[src/include/periph_params.svh]
`ifndef PERIPH_PARAMS_SVH
`define PERIPH_PARAMS_SVH

// device windows, 8 bytes each, matched on address bits 31:3
`define UART_BASE  32'ha00003f8
`define MTIME_BASE 32'ha0000048

// word select inside a window, taken from address bit 2
`define UART_DATA_OFS 1'b0
`define UART_STAT_OFS 1'b1
`define MTIME_LO_OFS  1'b0
`define MTIME_HI_OFS  1'b1

// serial bit period in clocks, kept short for simulation
`define UART_CLKS_PER_BIT 8

`endif

[src/periph_pkg.sv]
`default_nettype none

package periph_pkg;

    // target of a decoded request
    typedef enum logic [1:0] {
        dev_none  = 2'd0,
        dev_uart  = 2'd1,
        dev_mtime = 2'd2
    } periph_dev_e;

    // AXI response codes, EXOKAY is never returned
    typedef enum logic [1:0] {
        resp_okay   = 2'b00,
        resp_slverr = 2'b10,
        resp_decerr = 2'b11
    } axi_resp_e;

endpackage

`default_nettype wire

[src/axil_req_decode.sv]
`default_nettype none
`timescale 1ns/1ps
`include "periph_params.svh"

module axil_req_decode (
    input  wire                     clk,
    input  wire                     rst,
    input  wire [31:0]              awaddr,
    input  wire                     awvalid,
    output logic                    awready,
    input  wire [31:0]              wdata,
    input  wire                     wvalid,
    output logic                    wready,
    input  wire [31:0]              araddr,
    input  wire                     arvalid,
    output logic                    arready,
    input  wire                     wr_retire,
    input  wire                     rd_retire,
    output logic                    wr_strobe,
    output periph_pkg::periph_dev_e wr_dev,
    output logic                    wr_offset,
    output logic [31:0]             wr_data,
    output logic                    rd_strobe,
    output periph_pkg::periph_dev_e rd_dev,
    output logic                    rd_offset
);
    import periph_pkg::*;

    localparam logic [31:0] uart_base  = `UART_BASE;
    localparam logic [31:0] mtime_base = `MTIME_BASE;

    logic        aw_hand;
    logic        w_hand;
    logic        ar_hand;
    logic [31:0] waddr;
    logic [31:0] raddr;

    function automatic periph_dev_e match_dev(input logic [31:0] addr);
        if (addr[31:3] == uart_base[31:3]) begin
            return dev_uart;
        end else if (addr[31:3] == mtime_base[31:3]) begin
            return dev_mtime;
        end
        return dev_none;
    endfunction

    // AW and W captured independently, each ready stays low until retire
    always_ff @(posedge clk) begin
        if (rst) begin
            awready <= 1'b1;
            wready  <= 1'b1;
            aw_hand <= 1'b0;
            w_hand  <= 1'b0;
        end else begin
            if (awready && awvalid) begin
                awready <= 1'b0;
                aw_hand <= 1'b1;
            end else if (wr_strobe) begin
                aw_hand <= 1'b0;
            end
            if (wready && wvalid) begin
                wready <= 1'b0;
                w_hand <= 1'b1;
            end else if (wr_strobe) begin
                w_hand <= 1'b0;
            end
            if (wr_retire) begin
                awready <= 1'b1;
                wready  <= 1'b1;
            end
        end
    end

    // read address, strobe lasts the single cycle after the handshake
    always_ff @(posedge clk) begin
        if (rst) begin
            arready <= 1'b1;
            ar_hand <= 1'b0;
        end else begin
            if (arready && arvalid) begin
                arready <= 1'b0;
                ar_hand <= 1'b1;
            end else begin
                ar_hand <= 1'b0;
            end
            if (rd_retire) begin
                arready <= 1'b1;
            end
        end
    end

    always_ff @(posedge clk) begin
        if (awready && awvalid) begin
            waddr <= awaddr;
        end
        if (wready && wvalid) begin
            wr_data <= wdata;
        end
        if (arready && arvalid) begin
            raddr <= araddr;
        end
    end

    // both halves in hand, fire once
    assign wr_strobe = aw_hand && w_hand;
    assign wr_dev    = match_dev(waddr);
    assign wr_offset = waddr[2];

    assign rd_strobe = ar_hand;
    assign rd_dev    = match_dev(raddr);
    assign rd_offset = raddr[2];

endmodule

`default_nettype wire

[src/uart_tx.sv]
`default_nettype none
`timescale 1ns/1ps
`include "periph_params.svh"

module uart_tx (
    input  wire                     clk,
    input  wire                     rst,
    input  wire                     wr_strobe,
    input  wire periph_pkg::periph_dev_e wr_dev,
    input  wire                     wr_offset,
    input  wire [31:0]              wr_data,
    input  wire                     rd_offset,
    output logic [31:0]             rd_data,
    output logic                    uart_reject,
    output logic                    uart_txd
);
    import periph_pkg::*;

    localparam int clks_per_bit = `UART_CLKS_PER_BIT;
    localparam int cnt_w        = (clks_per_bit > 1) ? $clog2(clks_per_bit) : 1;
    localparam logic [cnt_w-1:0] last_clk = cnt_w'(clks_per_bit - 1);

    logic             data_wr;
    logic             busy;
    logic [9:0]       frame;
    logic [cnt_w-1:0] baud_cnt;
    logic [3:0]       bit_cnt;

    // write to the data register
    assign data_wr     = wr_strobe && (wr_dev == dev_uart) && (wr_offset == `UART_DATA_OFS);
    assign uart_reject = data_wr && busy;

    // frame is stop, data LSB first, start; ones shift in behind it
    always_ff @(posedge clk) begin
        if (rst) begin
            busy     <= 1'b0;
            frame    <= '1;
            baud_cnt <= '0;
            bit_cnt  <= '0;
        end else if (!busy) begin
            if (data_wr) begin
                busy     <= 1'b1;
                frame    <= {1'b1, wr_data[7:0], 1'b0};
                baud_cnt <= '0;
                bit_cnt  <= '0;
            end
        end else if (baud_cnt == last_clk) begin
            baud_cnt <= '0;
            frame    <= {1'b1, frame[9:1]};
            if (bit_cnt == 4'd9) begin
                // stop bit done
                busy    <= 1'b0;
                bit_cnt <= '0;
            end else begin
                bit_cnt <= bit_cnt + 4'd1;
            end
        end else begin
            baud_cnt <= baud_cnt + 1'b1;
        end
    end

    // idle line is high since the frame refills with ones
    assign uart_txd = frame[0];

    // status word holds busy in bit 0, the data register reads as zero
    always_comb begin
        rd_data = 32'h0;
        if (rd_offset == `UART_STAT_OFS) begin
            rd_data[0] = busy;
        end
    end

endmodule

`default_nettype wire

[src/mtime_counter.sv]
`default_nettype none
`timescale 1ns/1ps
`include "periph_params.svh"

module mtime_counter (
    input  wire                     clk,
    input  wire                     rst,
    input  wire                     wr_strobe,
    input  wire periph_pkg::periph_dev_e wr_dev,
    input  wire                     wr_offset,
    input  wire [31:0]              wr_data,
    input  wire                     rd_offset,
    output logic [31:0]             rd_data
);
    import periph_pkg::*;

    logic        wr_hit;
    logic [63:0] mtime;
    logic [63:0] mtime_inc;

    assign wr_hit    = wr_strobe && (wr_dev == dev_mtime);
    assign mtime_inc = mtime + 64'd1;

    // loaded half replaces the count, the other half still takes the carry
    always_ff @(posedge clk) begin
        if (rst) begin
            mtime <= 64'h0;
        end else if (wr_hit && (wr_offset == `MTIME_LO_OFS)) begin
            mtime <= {mtime_inc[63:32], wr_data};
        end else if (wr_hit) begin
            mtime <= {wr_data, mtime_inc[31:0]};
        end else begin
            mtime <= mtime_inc;
        end
    end

    assign rd_data = (rd_offset == `MTIME_HI_OFS) ? mtime[63:32] : mtime[31:0];

endmodule

`default_nettype wire

[src/axil_resp.sv]
`default_nettype none
`timescale 1ns/1ps

module axil_resp (
    input  wire                     clk,
    input  wire                     rst,
    input  wire                     wr_strobe,
    input  wire periph_pkg::periph_dev_e wr_dev,
    input  wire                     uart_reject,
    input  wire                     bready,
    input  wire                     rd_strobe,
    input  wire periph_pkg::periph_dev_e rd_dev,
    input  wire [31:0]              uart_rd_data,
    input  wire [31:0]              mtime_rd_data,
    input  wire                     rready,
    output periph_pkg::axi_resp_e   bresp,
    output logic                    bvalid,
    output logic [31:0]             rdata,
    output periph_pkg::axi_resp_e   rresp,
    output logic                    rvalid,
    output logic                    wr_retire,
    output logic                    rd_retire
);
    import periph_pkg::*;

    // handshakes release the decode side
    assign wr_retire = bvalid && bready;
    assign rd_retire = rvalid && rready;

    always_ff @(posedge clk) begin
        if (rst) begin
            bvalid <= 1'b0;
            rvalid <= 1'b0;
        end else begin
            if (wr_strobe) begin
                bvalid <= 1'b1;
            end else if (wr_retire) begin
                bvalid <= 1'b0;
            end
            if (rd_strobe) begin
                rvalid <= 1'b1;
            end else if (rd_retire) begin
                rvalid <= 1'b0;
            end
        end
    end

    // DECERR first, then SLVERR for a busy UART
    always_ff @(posedge clk) begin
        if (wr_strobe) begin
            if (wr_dev == dev_none) begin
                bresp <= resp_decerr;
            end else if (uart_reject) begin
                bresp <= resp_slverr;
            end else begin
                bresp <= resp_okay;
            end
        end
    end

    // read word held with rvalid until rready
    always_ff @(posedge clk) begin
        if (rd_strobe) begin
            case (rd_dev)
                dev_uart: begin
                    rdata <= uart_rd_data;
                    rresp <= resp_okay;
                end
                dev_mtime: begin
                    rdata <= mtime_rd_data;
                    rresp <= resp_okay;
                end
                default: begin
                    rdata <= 32'h0;
                    rresp <= resp_decerr;
                end
            endcase
        end
    end

endmodule

`default_nettype wire

[src/periph_top.sv]
`default_nettype none
`timescale 1ns/1ps

module periph_top (
    input  wire                   clk,
    input  wire                   rst,
    input  wire [31:0]            awaddr,
    input  wire                   awvalid,
    output wire                   awready,
    input  wire [31:0]            wdata,
    input  wire                   wvalid,
    output wire                   wready,
    output periph_pkg::axi_resp_e bresp,
    output wire                   bvalid,
    input  wire                   bready,
    input  wire [31:0]            araddr,
    input  wire                   arvalid,
    output wire                   arready,
    output wire [31:0]            rdata,
    output periph_pkg::axi_resp_e rresp,
    output wire                   rvalid,
    input  wire                   rready,
    output wire                   uart_txd
);
    import periph_pkg::*;

    // decode to devices and response block
    wire              wr_strobe;
    wire periph_dev_e wr_dev;
    wire              wr_offset;
    wire [31:0]       wr_data;
    wire              rd_strobe;
    wire periph_dev_e rd_dev;
    wire              rd_offset;

    // device read words and retire strobes
    wire [31:0] uart_rd_data;
    wire [31:0] mtime_rd_data;
    wire        uart_reject;
    wire        wr_retire;
    wire        rd_retire;

    axil_req_decode u_decode (
        .clk       (clk),
        .rst       (rst),
        .awaddr    (awaddr),
        .awvalid   (awvalid),
        .awready   (awready),
        .wdata     (wdata),
        .wvalid    (wvalid),
        .wready    (wready),
        .araddr    (araddr),
        .arvalid   (arvalid),
        .arready   (arready),
        .wr_retire (wr_retire),
        .rd_retire (rd_retire),
        .wr_strobe (wr_strobe),
        .wr_dev    (wr_dev),
        .wr_offset (wr_offset),
        .wr_data   (wr_data),
        .rd_strobe (rd_strobe),
        .rd_dev    (rd_dev),
        .rd_offset (rd_offset)
    );

    uart_tx u_uart (
        .clk         (clk),
        .rst         (rst),
        .wr_strobe   (wr_strobe),
        .wr_dev      (wr_dev),
        .wr_offset   (wr_offset),
        .wr_data     (wr_data),
        .rd_offset   (rd_offset),
        .rd_data     (uart_rd_data),
        .uart_reject (uart_reject),
        .uart_txd    (uart_txd)
    );

    mtime_counter u_mtime (
        .clk       (clk),
        .rst       (rst),
        .wr_strobe (wr_strobe),
        .wr_dev    (wr_dev),
        .wr_offset (wr_offset),
        .wr_data   (wr_data),
        .rd_offset (rd_offset),
        .rd_data   (mtime_rd_data)
    );

    axil_resp u_resp (
        .clk           (clk),
        .rst           (rst),
        .wr_strobe     (wr_strobe),
        .wr_dev        (wr_dev),
        .uart_reject   (uart_reject),
        .bready        (bready),
        .rd_strobe     (rd_strobe),
        .rd_dev        (rd_dev),
        .uart_rd_data  (uart_rd_data),
        .mtime_rd_data (mtime_rd_data),
        .rready        (rready),
        .bresp         (bresp),
        .bvalid        (bvalid),
        .rdata         (rdata),
        .rresp         (rresp),
        .rvalid        (rvalid),
        .wr_retire     (wr_retire),
        .rd_retire     (rd_retire)
    );

endmodule

`default_nettype wire

[config.mk]
export PLATFORM = sky130hd
export DESIGN_NAME = periph_top
export DESIGN_NICKNAME = d
export VERILOG_FILES = /design/src/periph_pkg.sv /design/src/axil_req_decode.sv /design/src/uart_tx.sv /design/src/mtime_counter.sv /design/src/axil_resp.sv /design/src/periph_top.sv
export VERILOG_INCLUDE_DIRS = /design/src /design/src/include
export SDC_FILE = /design/constraint.sdc
export NUM_CORES = 1
export LEC_CHECK = 0
export BUFFER_PORTS_ARGS = -buffer_cell sky130_fd_sc_hd__buf_4
export CORE_MARGIN = 3
export CORE_UTILIZATION = 30
export DETAILED_ROUTE_END_ITERATION = 12
export GPL_TIMING_DRIVEN = 1
export PLACE_DENSITY = 0.58
export SYNTH_ARGS = -nofsm -noshare
export SYNTH_HDL_FRONTEND = slang
export SYNTH_SLANG_ARGS = --single-unit
[constraint.sdc]
create_clock -name clk -period 2.2 [get_ports clk]
set_input_delay 0.22 -clock clk [delete_from_list [all_inputs] [get_ports clk]]
set_output_delay 0.22 -clock clk [all_outputs]
set_load 0.05 [all_outputs]
Word level (Yosys, flattened, before mapping)

Cells that the tools add are included.

Flip-flop bits (word level): 222
Word-level logic and storage cells: 94
Input bits: 103
Output and inout bits: 42

Multiplexer cells: 39
Equal/unequal tests: 11
Bitwise logic cells: 1
Add/subtract/negate cells: 3
Reductions and logical operators: 21

Operator list:

| cell                  | number |
|---|---|
| $mux 64               | 2 |
| $eq 29x29->1 const B  | 4 |
| $add 64x1->64 const B | 1 |
| $pmux 32 s2           | 1 |
| $mux 32               | 1 |
| $mux 10               | 3 |
| $mux 1                | 17 |
| $mux 2                | 8 |
| $mux 4                | 4 |
| $logic_and 1x1->1     | 11 |
| $reduce_bool 2->1     | 5 |
| $mux 3                | 3 |
| $reduce_or 2->1       | 3 |
| $add 4x1->4 const B   | 1 |
| $eq 2x1->1 const B    | 2 |
| $eq 2x2->1 const B    | 2 |
| $eq 4x4->1 const B    | 1 |
| $add 3x1->3 const B   | 1 |
| $eq 3x3->1 const B    | 1 |
| $logic_not 2->1       | 1 |
| $ne 2x2->1 const B    | 1 |
| $reduce_and 2->1      | 1 |
| $not 1->1             | 1 |

Longest topological paths before layout

Gate-level depths: netlist of run 1.

Depth after elaboration: 9
Mapped depth: 8
Mapped depth without buffers: 7

Hierarchy

A second synthesis of run 1 with hierarchy kept.

Cell total of the unflattened synthesis: 915
Area total of the unflattened synthesis: 10,237.3 um^2

Modules (own cells, without submodules):

| module          | area each (um^2) | cells each | instances | seq. area each (um^2) |
|---|---|---|---|---|
| mtime_counter   | 4,349.2          | 523        | 1         | 1,281.2 |
| axil_req_decode | 3,143.0          | 143        | 1         | 2,882.8 |
| axil_resp       | 1,640.3          | 125        | 1         | 1,091.0 |
| uart_tx         | 1,104.8          | 124        | 1         | 340.3 |

Worst setup path after synthesis of run 1

OpenSTA, ideal clock, no wires.

Kind: reg-to-reg
From: register u_mtime.mtime[27]
To: register u_mtime.mtime[45]
Path buffers: 2
Required time: 2.121 ns
Data arrival time: 1.871 ns
Path slack: 0.249 ns
Stages on the path, launching flop included: 8
Period minus slack after synthesis: 1.951 ns
Setup time: 0.079 ns
Path through: dfxtp_1 > clkbuf_2 > nand4_4 > or4_4 > buf_6 > nor4_2 > xnor2_1 > a211oi_2

Word-level cells in the longest chain between the ends: 3

Ends and longest elaborated chain:

| item                     | RTL line            | text |
|---|---|---|
| start: declaration       | mtime_counter.sv:18 | `logic [63:0] mtime;` |
| start signal: assignment | mtime_counter.sv:29 | `mtime <= {mtime_inc[63:32], wr_data};` |
| start signal: assignment | mtime_counter.sv:31 | `mtime <= {wr_data, mtime_inc[31:0]};` |
| start signal: assignment | mtime_counter.sv:33 | `mtime <= mtime_inc;` |
| $add 64x1->64 (*)        | mtime_counter.sv:22 | `assign mtime_inc = mtime + 64'd1;` |
| $mux 64                  | mtime_counter.sv:30 | `end else if (wr_hit) begin` |
| $mux 64 (*)              | mtime_counter.sv:28 | `` end else if (wr_hit && (wr_offset == `MTIME_LO_OFS)) begin `` |

Mark *: on every way between the ends. The rest lies on a longest branch, timed or not.
A chain may end at the register's enable or synchronous reset.

Final worst setup path of run 1

From: register u_decode.raddr[23]
To: register u_resp.rdata[0], data pin

Word-level cells in the longest chain between the ends: 6

Ends and longest elaborated chain:

| item                                            | RTL line               | text |
|---|---|---|
| start: declaration                              | axil_req_decode.sv:36  | `logic [31:0] raddr;` |
| start signal: assignment                        | axil_req_decode.sv:100 | `raddr <= araddr;` |
| $eq 29x29->1                                    | axil_req_decode.sv:41  | `end else if (addr[31:3] == mtime_base[31:3]) begin` |
| $mux 1                                          | axil_req_decode.sv:41  |  |
| $mux 1                                          | axil_req_decode.sv:39  | `if (addr[31:3] == uart_base[31:3]) begin` |
| $mux 2 (*)                                      | axil_req_decode.sv:44  | `return dev_none;` |
| $eq 2x2->1 / $eq 2x1->1 (equally long branches) | axil_resp.sv:64        | `case (rd_dev)` |
| $pmux 32 s2 (*)                                 | axil_resp.sv:64        |  |
| end signal: assignment                          | axil_resp.sv:66        | `rdata <= uart_rd_data;` |
| end signal: assignment                          | axil_resp.sv:70        | `rdata <= mtime_rd_data;` |
| end: declaration                                | axil_resp.sv:18        | `output logic [31:0] rdata,` |

Marks and branches as above.

==> results of run 1 <==
## critical path: stages, from the launching register on
cell      delay [ns]
edfxtp_1        0.41
nor4_4          0.31
nand4_1         0.17
or4_1           0.57
buf_6           0.21
o31ai_1         0.22
## cell usage after synthesis, types with 2 or more instances
cell type | n | area (µm²)
buf_4 | 2 | 15.01
nor4b_1 | 2 | 17.52
or3_1 | 4 | 25.02
and3_1 | 9 | 56.30
a31oi_1 | 2 | 12.51
o21bai_1 | 2 | 15.01
nand4_1 | 19 | 118.9
and2_1 | 11 | 68.82
nor3_1 | 49 | 245.2
xor2_1 | 11 | 96.34
nor2_2 | 2 | 12.51
and4_1 | 6 | 52.55
edfxtp_1 | 127 | 3814
nand4b_1 | 2 | 17.52
nor3b_1 | 2 | 15.01
nor4bb_1 | 3 | 30.03
nor4_2 | 3 | 37.54
dfxtp_1 | 89 | 1782
o21ai_0 | 6 | 30.03
nand2b_1 | 2 | 12.51
a211oi_1 | 55 | 412.9
nor2_1 | 138 | 518.0
nand4_2 | 2 | 25.02
a211oi_2 | 2 | 25.02
nor4_1 | 12 | 75.07
or4_1 | 4 | 30.03
ha_1 | 5 | 62.56
nand2_1 | 40 | 150.1
a21oi_1 | 21 | 105.1
inv_1 | 16 | 60.06
nor4_4 | 2 | 42.54
mux2i_1 | 33 | 330.3
nand3_1 | 33 | 165.2
clkbuf_1 | 35 | 131.4
xnor2_1 | 48 | 420.4
## layer usage
layer | up-vias | GRT usage, % | share of wire, %
met4 | 0 | 2.895 | 1.3
li1 | 3555 | - | -
met3 | 25 | 2.464 | 4.9
met5 | - | 0 | 0
met2 | 153 | 22.45 | 46
met1 | 3293 | 19.75 | 48
## final timing paths
check | endpoint | depth (start not counted) | from
max | u_resp.rdata[0] | 5 | u_decode.raddr[23]
min | u_resp.rvalid | 4 | rready
max reg2reg | u_resp.rdata[0] | 5 | u_decode.raddr[23]
min reg2reg | u_uart.frame[0] | 2 | u_uart.frame[0]
## placed cells by master (no fill, tap or decap), types with 3 or more instances in the layout
cell             n
and4_1           6
nand4_1         19
o21ai_0          6
nor4_1          10
a21oi_1         21
a211oi_1        55
nor2_1         138
nor4_4           3
nand3_1         33
or3_1            4
clkbuf_16       25
dlygate4sd3_1   99
inv_1           16
or4_1            4
nand2_1         40
and2_1          10
buf_12           5
mux2i_1         33
nor4_2           4
buf_4          191
clkbuf_1         7
and3_1           9
edfxtp_1       127
xnor2_1         48
bufinv_16        4
dfxtp_1         89
nor3_1          49
clkbuf_8         4
ha_1             5
xor2_1          11
## state kept, by name, summed over array words and instances (netlist names), 2 cells and up
name / cells
u_uart.bit_cnt: 4
u_mtime.mtime: 64
u_uart.baud_cnt: 3
u_decode.wr_data: 32
u_resp.bresp: 2
u_resp.rdata: 32
u_uart.frame: 9
u_decode.raddr: 30
u_decode.waddr: 30
## per-stage QoR
step             TNS [ns]  total power [W]
2_1_floorplan           0         0.004789
3_3_place_gp            0         0.005040
3_5_place_dp    -0.003270         0.005046
4_1_cts                 0         0.009559
5_1_grt        -0.0008664         0.009775
6_report                0         0.009431
## timing repair
action / CTS / global route
hold buffers: 99 / 0
setup endpoints to repair: 1 / 24
hold endpoints to repair: 96 / 0
gates resized for setup: 2 / 4
## logic make-up after synthesis
| group | after synthesis | synth area share [%] |
|---|---|---|
| multiplexers | 34 | 3.701 |
| AND/OR/NAND/NOR | 352 | 19.48 |
| XOR/XNOR | 59 | 5.598 |
| flip-flops | 216 | 60.62 |
| buffers and inverters | 59 | 2.779 |
| adder cells (fa/ha/maj) | 5 | 0.6778 |
| AO/OA/AOI/OAI | 95 | 7.144 |
## where the power goes
group	total [W]	internal [W]	switching (W)
Combinational	0.000610	0.000313	0.000297
Sequential	0.00450	0.00443	0.0000680
Clock	0.00432	0.00271	0.00161
## final cells by class
class | instances | area (µm²) | share of cell area (%)
multi-input combinational | 545 | 3413 | 26.33
sequential | 216 | 5595 | 43.16
clock buffer | 36 | 706.9 | 5.453
timing repair buffer | 296 | 2536 | 19.56
antenna | 1 | 2.502 | 0.01930
tap | 390 | 488.0 | 3.764
clock inverter | 10 | 162.7 | 1.255
inverter | 16 | 60.06 | 0.4632
==> run_results.csv, run 1 <==
group,metric,value,unit
route,num_vias,7026,
die,initial_core_util,30.81,%
synth,synth-warning-count,0,
synth,postSynthCellCount,820,
timing,fin_worst_skew,0.01084,ns
worst_setup_path,cp_max_fo,32,
worst_setup_path,critPathRequiredTime,2.53,ns
global_route,grt_usage,13.91,%
outcome,status,"complete, no violations",
cells_and_area,fill_cells,2835,
cells_and_area,fin_nets,1208,
cts,clkTransAtPathRegs,0.06,ns
cells_and_area,final_util,43.28,%
placed_design,hpwlAfterDp,16170,µm
worst_setup_path,crit_arrival,2.39,ns
route,first_pass_iters,4,
route,drt_iter0_drc,361,
run,cap_violations,0,
cts,clockRootBuffer,"clkbuf_16",
route,routedWlPerCell,15.54,µm
cts,clkLatencyLatePin,0.51,ns
timing,hold_viol_final,0,
die,io_pins,145,
cells_and_area,stdcell_count,1510,
synth,synth_seq_cells,216,
global_route,grt-ovfl-total,0,
timing,worst_pin_slew,0.6734,ns
placed_design,placed_area,11060,µm²
cells_and_area,final_area,12960,µm²
global_route,grt_max_degree,59,
worst_setup_path,end_kind,"flop",
die,die_y,181.4,µm
timing,fin_crit,2.063,ns
cts,post_cts_buffers,0,
synth,async_reset_ff_share,0,%
cts,cts_made_buffers,25,
placed_design,dp.cells,1364,
cts,cts_buffer_depth,3,
die,num_rows,63,
synth,avgSynthCellArea,11.26,µm²
placed_design,gp_congestion,0.8062,
placed_design,numPortBuffers,140,
timing,slew_violations,0,
synth,syn-cell-area,9230,µm²
timing,hold_ws,0.03691,ns
timing,relSlewSlack,55.10,%
synth,ys_seq_area_share,60.62,%
route,drt-total-wl,23460,µm
pwr,powerDensity,727.4,nW/µm²
cts,htreeDepth,1,
pwr,leakage,4.668,nW
worst_setup_path,rrSetupSlack,0.14,ns
die,die_w,181.4,µm
placed_design,pre_cts_ws,-0.003270,ns
cts,cts.sinks,216,
worst_setup_path,crit_type,"flop to flop",
cells_and_area,drive_gt1_share,23.06,%
timing,max_freq,484.8,MHz
synth,synthesis.nets,928,
route,drtAntennaViolNets,0,
timing,worst_slack,0.1373,ns
worst_setup_path,cp-start-kind,"flop",
worst_hold_path,min_path_type,"primary input to flop",
synth,synth_edf_count,127,
global_route,grt_pass1_vias,7091,
timing,period_share,93.76,%
synth,yosys_most_used_dff,"edfxtp_1",
synth,synth.distinct_cells,56,
route,post_drt_via_cell_ratio,4.653,
global_route,grt_first_pass_wirelength,37840,µm
timing,setup_viol,0,
route,drc_errors,0,
die,core,29950,µm²
die,dieArea,32910,µm²
cells_and_area,area_delta_synth_final,40.46,%
cts,cts_tree,"yes",
global_route,antenna_found_initial,1,
pwr,ir_worst_vdd,537.7,µV
Note: power is estimated with default switching activity, not from simulation.
==> run 2: changes to the inputs <==
--- a/config.mk
+++ b/config.mk
@@ -11,7 +11,8 @@
 export CORE_UTILIZATION = 30
 export DETAILED_ROUTE_END_ITERATION = 12
 export GPL_TIMING_DRIVEN = 1
-export PLACE_DENSITY = 0.58
+export PLACE_DENSITY = 0.57
 export SYNTH_ARGS = -nofsm -noshare
 export SYNTH_HDL_FRONTEND = slang
+export SYNTH_HIERARCHICAL = 1
 export SYNTH_SLANG_ARGS = --single-unit
==> run 2 against run 1 <==
  * The run now ends with negative setup slack left
  * Worst hold slack better by 0.15 ns
  * Register-to-register slack worse by 0.41 ns
  * Area after synthesis up 11%
  * Critical path depth up 3
  * Clock-buffer cell count down 5
  * Worst setup slack worse by 0.41 ns
  * Critical path type unchanged
  * Critical endpoint is now u_mtime/mtime[10]
  * Largest cell class unchanged
  * Largest power group unchanged
==> run_results.csv, run 2 <==
group,metric,value,unit
route,post_drt_via_cell_ratio,4.977,
timing,period_share,112.5,%
cells_and_area,n_antenna_cell,0,
pwr,p_sw_share,22.56,%
cts,clkLatencyLatePin,0.54,ns
pwr,power_switching,0.002094,W
synth,ys_top_cells_by_area,"edfxtp_1 37%, dfxtp_1 17%, nor2_1 4.1%",
synth,synth_edf_count,127,
die,dieArea,36380,µm²
cts,clkTransAtPathRegs,0.06,ns
cts,cts.sinks,216,
timing,slew_violations,0,
die,core,33620,µm²
worst_setup_path,crit_arrival,2.86,ns
placed_design,numPortBuffers,140,
cts,cts_buffer_depth,3,
worst_setup_path,cp_max_fo,8,
pwr,clkPwrFrac,44.9,%
pwr,leakage,5.483,nW
pwr,pwr-share-seq,48.7,%
cts,htreeDepth,1,
cells_and_area,final_cell_mix,"238 x buf_4, 127 x edfxtp_1, 98 x dlygate4sd3_1",
outcome,failed_checks,"negative setup slack",
worst_setup_path,end_kind,"flop",
die,num_rows,67,
synth,yosys.area.top_type_share,37.25,%
synth,yosysTopAreaCell,"edfxtp_1",
route,drt-total-wl,30710,µm
route,drt_iter0_drc,502,
cells_and_area,top_regs,"u_mtime/mtime: 64 flops, u_decode/wr_data: 32 flops, u_resp/rdata: 32 flops",
route,drtAntennaViolNets,0,
synth,postSynthCellCount,915,
timing,rsz0062_at_grt,"true",
cts,clockRootBuffer,"clkbuf_16",
cells_and_area,stdcell_count,1724,
cells_and_area,drive_gt1_share,37.23,%
synth,async_reset_ff_share,0,%
worst_setup_path,critPathRequiredTime,2.58,ns
synth,ys_seq_area_share,54.66,%
placed_design,pre_cts_ws,-0.4026,ns
timing,hold_viol_final,0,
global_route,grt_usage,15.77,%
global_route,antenna_found_initial,0,
placed_design,gp_congestion,0.8756,
run,cap_violations,0,
die,io_pins,145,
synth,synth.distinct_cells,69,
timing,max_freq,404.2,MHz
cells_and_area,final_common_cell,"buf_4",
cells_and_area,largest_register_ffs,64,
cells_and_area,fin_nets,1366,
route,drc_errors,0,
pwr,powerDensity,613.8,nW/µm²
cells_and_area,area_delta_synth_final,47.71,%
synth,synth_seq_cells,216,
worst_hold_path,min_path_type,"primary input to flop",
synth,synth-warning-count,6,
route,routedWlPerCell,17.81,µm
cts,cts_made_buffers,26,
cts,cts_tree,"yes",
synth,syn-cell-area,10240,µm²
timing,fin_worst_skew,0.01681,ns
synth,synth_top_cells_by_count,"127 x edfxtp_1, 112 x nor2_1, 89 x dfxtp_1",
timing,worst_slack,-0.2740,ns
route,first_pass_iters,5,
pwr,ir_worst_vdd,712.3,µV
global_route,grt_max_degree,64,
route,num_vias,8580,
die,initial_core_util,30.45,%
cells_and_area,regMostFlops,"u_mtime/mtime",
global_route,grt-ovfl-total,0,
global_route,grt_use_met2,26.71,%
synth,yosys_most_used_dff,"edfxtp_1",
global_route,grt_first_pass_wirelength,46100,µm
timing,setup_viol,79,
timing,fin_crit,2.474,ns
pwr,power.internal,0.007188,W
global_route,busiest_layer,"met2",
placed_design,dp.cells,1556,
timing,relSlewSlack,53.61,%
die,die_w,190.7,µm
die,die_y,190.7,µm
global_route,grt_pass1_vias,8559,
global_route,gr-usage-met1,20.49,%
placed_design,hpwlAfterDp,19560,µm
timing,worst_pin_slew,0.6949,ns
pwr,comb_power_share,6.4,%
global_route,gr-usage-met3,3.438,%
worst_setup_path,crit_type,"flop to flop",
worst_setup_path,cp-start-kind,"flop",
outcome,status,"finished with violations",
synth,yosysMostFrequentCell,"edfxtp_1",
synth,avgSynthCellArea,11.19,µm²
run 2: cell count changes after synthesis, sizes merged, moves of 12 or more:
cell	previous run	this run
or4	5	21
o31ai	1	15
a21oi	21	7
mux2i	33	11
a22oi	0	33
nor2	140	116
mux2	1	30
o21ai	6	18
a211oi	57	41
buf	5	55
nor3	50	14
a311oi	1	20
xnor2	48	14
run 2: worst paths after layout:
check,startpoint,end,slack (ns),depth (start not counted)
setup reg to reg,u_decode/waddr[9],u_mtime/mtime[10],-0.27,8
hold / removal,rst,u_decode/w_hand,0.19,2
setup / recovery,u_decode/waddr[9],u_mtime/mtime[10],-0.27,8
hold reg to reg,u_uart/baud_cnt[2],u_uart/baud_cnt[2],0.47,2
run 2: what timing repair did:
action,in CTS,in global routing
hold buffers,98,0
setup endpoints to repair,101,114
gates cloned,1,8
pin swaps,9,21
resized for setup,42,124
hold endpoints to repair,97,0
setup buffers,7,6
run 2: worst max-delay path, cell delays in order, from the launching register on:
cell and delay [ns]:
edfxtp_1 0.38, or4_4 0.56, nor4_4 0.28, buf_4 0.17, nand2_1 0.05, or3_4 0.47
clkbuf_16 0.25, nor2_4 0.09, a211oi_2 0.05
run 2: cell families (layout without fill, tap and decap cells):
| logic type | count (synthesis) | count (layout) | synth area share, % |
|---|---|---|---|
| XOR/XNOR | 35 | 35 | 2.994 |
| multiplexers | 41 | 41 | 4.375 |
| AND/OR/NAND/NOR | 355 | 355 | 19.63 |
| buffers and inverters | 103 | 434 | 5.952 |
| adder cells (fa/ha/maj) | 7 | 7 | 0.8555 |
| other | 1 | 31 | 0.03663 |
| flip-flops | 216 | 216 | 54.66 |
| AO/OA/AOI/OAI | 157 | 157 | 11.50 |
run 2: area by class of cell:
cell class,count,area (µm²)
flip-flops and latches,216,5597
repair buffers,365,3277
well taps,448,560.5
clock buffers,31,679.4
inverters,21,78.83
multi-input cells,626,4775
clock inverters,17,155.1
fillers,3111,18490
run 2: metal layers:
| metal | vias up | wire, µm |
|---|---|---|
| li1 | 4124 | - |
| met1 | 4144 | 13360 |
| met3 | 59 | 1934 |
| met4 | 0 | 762 |
| met2 | 253 | 14650 |
| met5 | - | 0 |
run 2: power by group through the flow:
stage | clock [W] | combinational, W | sequential [W]
floorplan | 0 | 0.000172 | 0.00463
CTS | 0.00430 | 0.000585 | 0.00451
detailed placement | 0 | 0.000441 | 0.00459
global placement | 0 | 0.000436 | 0.00458
finish | 0.00417 | 0.000594 | 0.00452
global route | 0.00448 | 0.000644 | 0.00453
run 2: stage by stage:
step | util (%) | setup TNS [ns] | instance area (µm²) | hold WS, ns | power, W
after CTS | 42.81 | -12.28 | 14390 | 0.1229 | 0.009388
after global placement | 36.78 | -11.83 | 12360 | 0.3986 | 0.005021
after detailed placement | 36.78 | -14.90 | 12360 | 0.3994 | 0.005027
after global routing | 44.98 | -23.61 | 15120 | 0.1831 | 0.009653
final | 44.98 | -12.22 | 15120 | 0.1877 | 0.009282
after floorplan | - | -0.1075 | 10470 | 0.2891 | 0.004803
==> run 3: changes to the inputs <==
--- a/config.mk
+++ b/config.mk
@@ -11,7 +11,7 @@
 export CORE_UTILIZATION = 30
 export DETAILED_ROUTE_END_ITERATION = 12
 export GPL_TIMING_DRIVEN = 1
-export PLACE_DENSITY = 0.57
+export PLACE_DENSITY = 0.47
 export SYNTH_ARGS = -nofsm -noshare
 export SYNTH_HDL_FRONTEND = slang
 export SYNTH_HIERARCHICAL = 1
==> run 3 against run 2 <==
  * The flow still finishes with violations (negative setup slack)
  * Fmax fell by 1.2%
  * Clock power fell by 6.2%
  * Clock skew rose by 0.0017 ns
  * Worst setup slack got worse by 0.030 ns
  * Register-to-register slack got worse by 0.03 ns
  * Largest power group unchanged
==> run_results.csv, run 3 (same netlist as run 2, synthesis figures left out) <==
group,metric,value,unit
outcome,status,"finished with violations",
outcome,failed_checks,"negative setup slack",
worst_setup_path,slowest_delay,0.56,ns
worst_setup_path,crit_arrival,2.96,ns
die,die_y,190.7,µm
pwr,leakage,5.688,nW
worst_setup_path,crit_path_cell_trace,"or4_4 > nor4_4 > buf_4 > buf_6 > nand4b_1 > buf_6 > buf_12 > buf_4 > clkbuf_16 > a311oi_1",
placed_design,pre_cts_ws,-0.6375,ns
cts,cts_tree,"yes",
worst_setup_path,critPathRequiredTime,2.66,ns
cts,cts_made_buffers,26,
placed_design,numPortBuffers,140,
route,post_drt_via_cell_ratio,4.947,
cells_and_area,fin_nets,1388,
global_route,grt_pass1_vias,8461,
worst_setup_path,critPathLaunch,"u_decode/waddr[7]",
worst_setup_path,cp-start-kind,"flop",
worst_setup_path,crit-reg2reg-launch,"u_decode/waddr[7]",
worst_setup_path,crit_slowest_cell,"or4_4",
route,drc_errors,0,
global_route,grt_max_degree,56,
cts,clkTransAtPathRegs,0.06,ns
worst_setup_path,endpoint,"u_mtime/mtime[63]",
cells_and_area,final_common_cell,"buf_4",
die,die_w,190.7,µm
worst_hold_path,min_path_type,"primary input to flop",
timing,fin_crit,2.504,ns
die,num_rows,67,
timing,setup_viol,77,
cells_and_area,top_regs,"u_mtime/mtime: 64 flops, u_decode/wr_data: 32 flops, u_resp/rdata: 32 flops",
route,drt_iter0_drc,442,
timing,slew_violations,0,
placed_design,gp_congestion,0.8657,
worst_setup_path,end_kind,"flop",
cells_and_area,drive_gt1_share,41.83,%
global_route,antenna_found_initial,0,
placed_design,placed_area,12390,µm²
worst_setup_path,ff2ff_path_depth,10,
cts,htreeDepth,1,
cells_and_area,n_antenna_cell,0,
cells_and_area,largest_register_ffs,64,
cells_and_area,area_delta_synth_final,53.86,%
timing,worst_slack,-0.3035,ns
timing,rsz0062_at_grt,"true",
cts,clkLatencyLatePin,0.55,ns
worst_setup_path,rrSetupSlack,-0.30,ns
die,initial_core_util,30.45,%
timing,hold_viol_final,0,
timing,fin_worst_skew,0.01856,ns
timing,worst_pin_slew,0.8653,ns
pwr,p_total,0.009044,W
run,cap_violations,0,
worst_setup_path,r2r-end,"u_mtime/mtime[63]",
cells_and_area,regMostFlops,"u_mtime/mtime",
global_route,grt-ovfl-total,0,
cells_and_area,final_cell_mix,"245 x buf_4, 127 x edfxtp_1, 100 x dlygate4sd3_1",
cts,cts.sinks,216,
cts,clockRootBuffer,"clkbuf_16",
route,routedWlPerCell,18.98,µm
pwr,ir_worst_vdd,548.9,µV
timing,max_freq,399.4,MHz
worst_setup_path,crit_type,"flop to flop",
timing,setup_tns,-16.44,ns
cells_and_area,final_area,15750,µm²
timing,period_share,113.8,%
timing,hold_ws,0.2816,ns
die,dieArea,36380,µm²
global_route,grt_usage,16.74,%
die,io_pins,145,
worst_setup_path,cp_max_fo,5,
route,drtAntennaViolNets,0,
timing,relSlewSlack,42.31,%
route,first_pass_iters,5,
die,core,33620,µm²
pwr,powerDensity,574.2,nW/µm²
route,drt-total-wl,33130,µm
route,num_vias,8637,
worst_hold_path,hp-start,"rst",
placed_design,hpwlAfterDp,19990,µm
cts,cts_buffer_depth,3,
global_route,grt_first_pass_wirelength,48110,µm
## run 3: area by class of cell
cell class              instances  area [µm²]
fillers                      3090       17860
flip-flops and latches        216        5598
multi-input cells             626        5119
repair buffers                387        3620
clock buffers                  30       665.6
well taps                     448       560.5
clock inverters                18       110.1
inverters                      21       78.83
## run 3: critical path: cells and delay by family, from the launching register on
| family | cells | cell delay (ns) |
|---|---|---|
| and+or+nand+nor | 3 | 0.96 |
| DFF | 1 | 0.38 |
| AOI/OAI and AO/OA | 1 | 0.21 |
| buffers and inverters | 6 | 0.86 |
## run 3: worst min-delay path by stage
| stage | cells after the start | endpoint |
|---|---|---|
| after floorplan | 1 | u_resp/bvalid |
| after global routing | 2 | u_uart/baud_cnt[0] |
| final | 2 | u_mtime/mtime[1] |
| after detailed placement | 1 | u_decode/waddr[23] |
| after CTS | 2 | u_mtime/mtime[1] |
| after global placement | 1 | u_decode/raddr[29] |
## run 3: repair_timing
action,4_1_cts,5_1_grt
setup buffers,10,12
hold endpoints to repair,97,0
hold buffers,100,0
endpoints found under the setup margin,112,114
gates resized for setup,39,202
pin swaps,11,21
gates cloned,4,14
## run 3: where the power goes
group          total [W]  switching [W]  internal, W
logic           0.000609       0.000289     0.000320
clock network    0.00391        0.00174      0.00217
registers        0.00453      0.0000962      0.00443
## run 3: through the flow
step                      std cells  util, %
after detailed placement       1559    36.84
final                          1746    46.86
after global placement         1559    36.84
after global routing           1746    46.86
after CTS                      1721    43.11
after floorplan                 945        -
## run 3: per-layer routing
metal | part of all wire, % | global-route usage [%] | vias to the layer above
li1 | - | - | 4170
met1 | 45 | 22.70 | 4197
met2 | 48 | 28.27 | 225
met3 | 4.5 | 2.665 | 45
met4 | 2.4 | 3.669 | 0
met5 | 0 | 0 | -
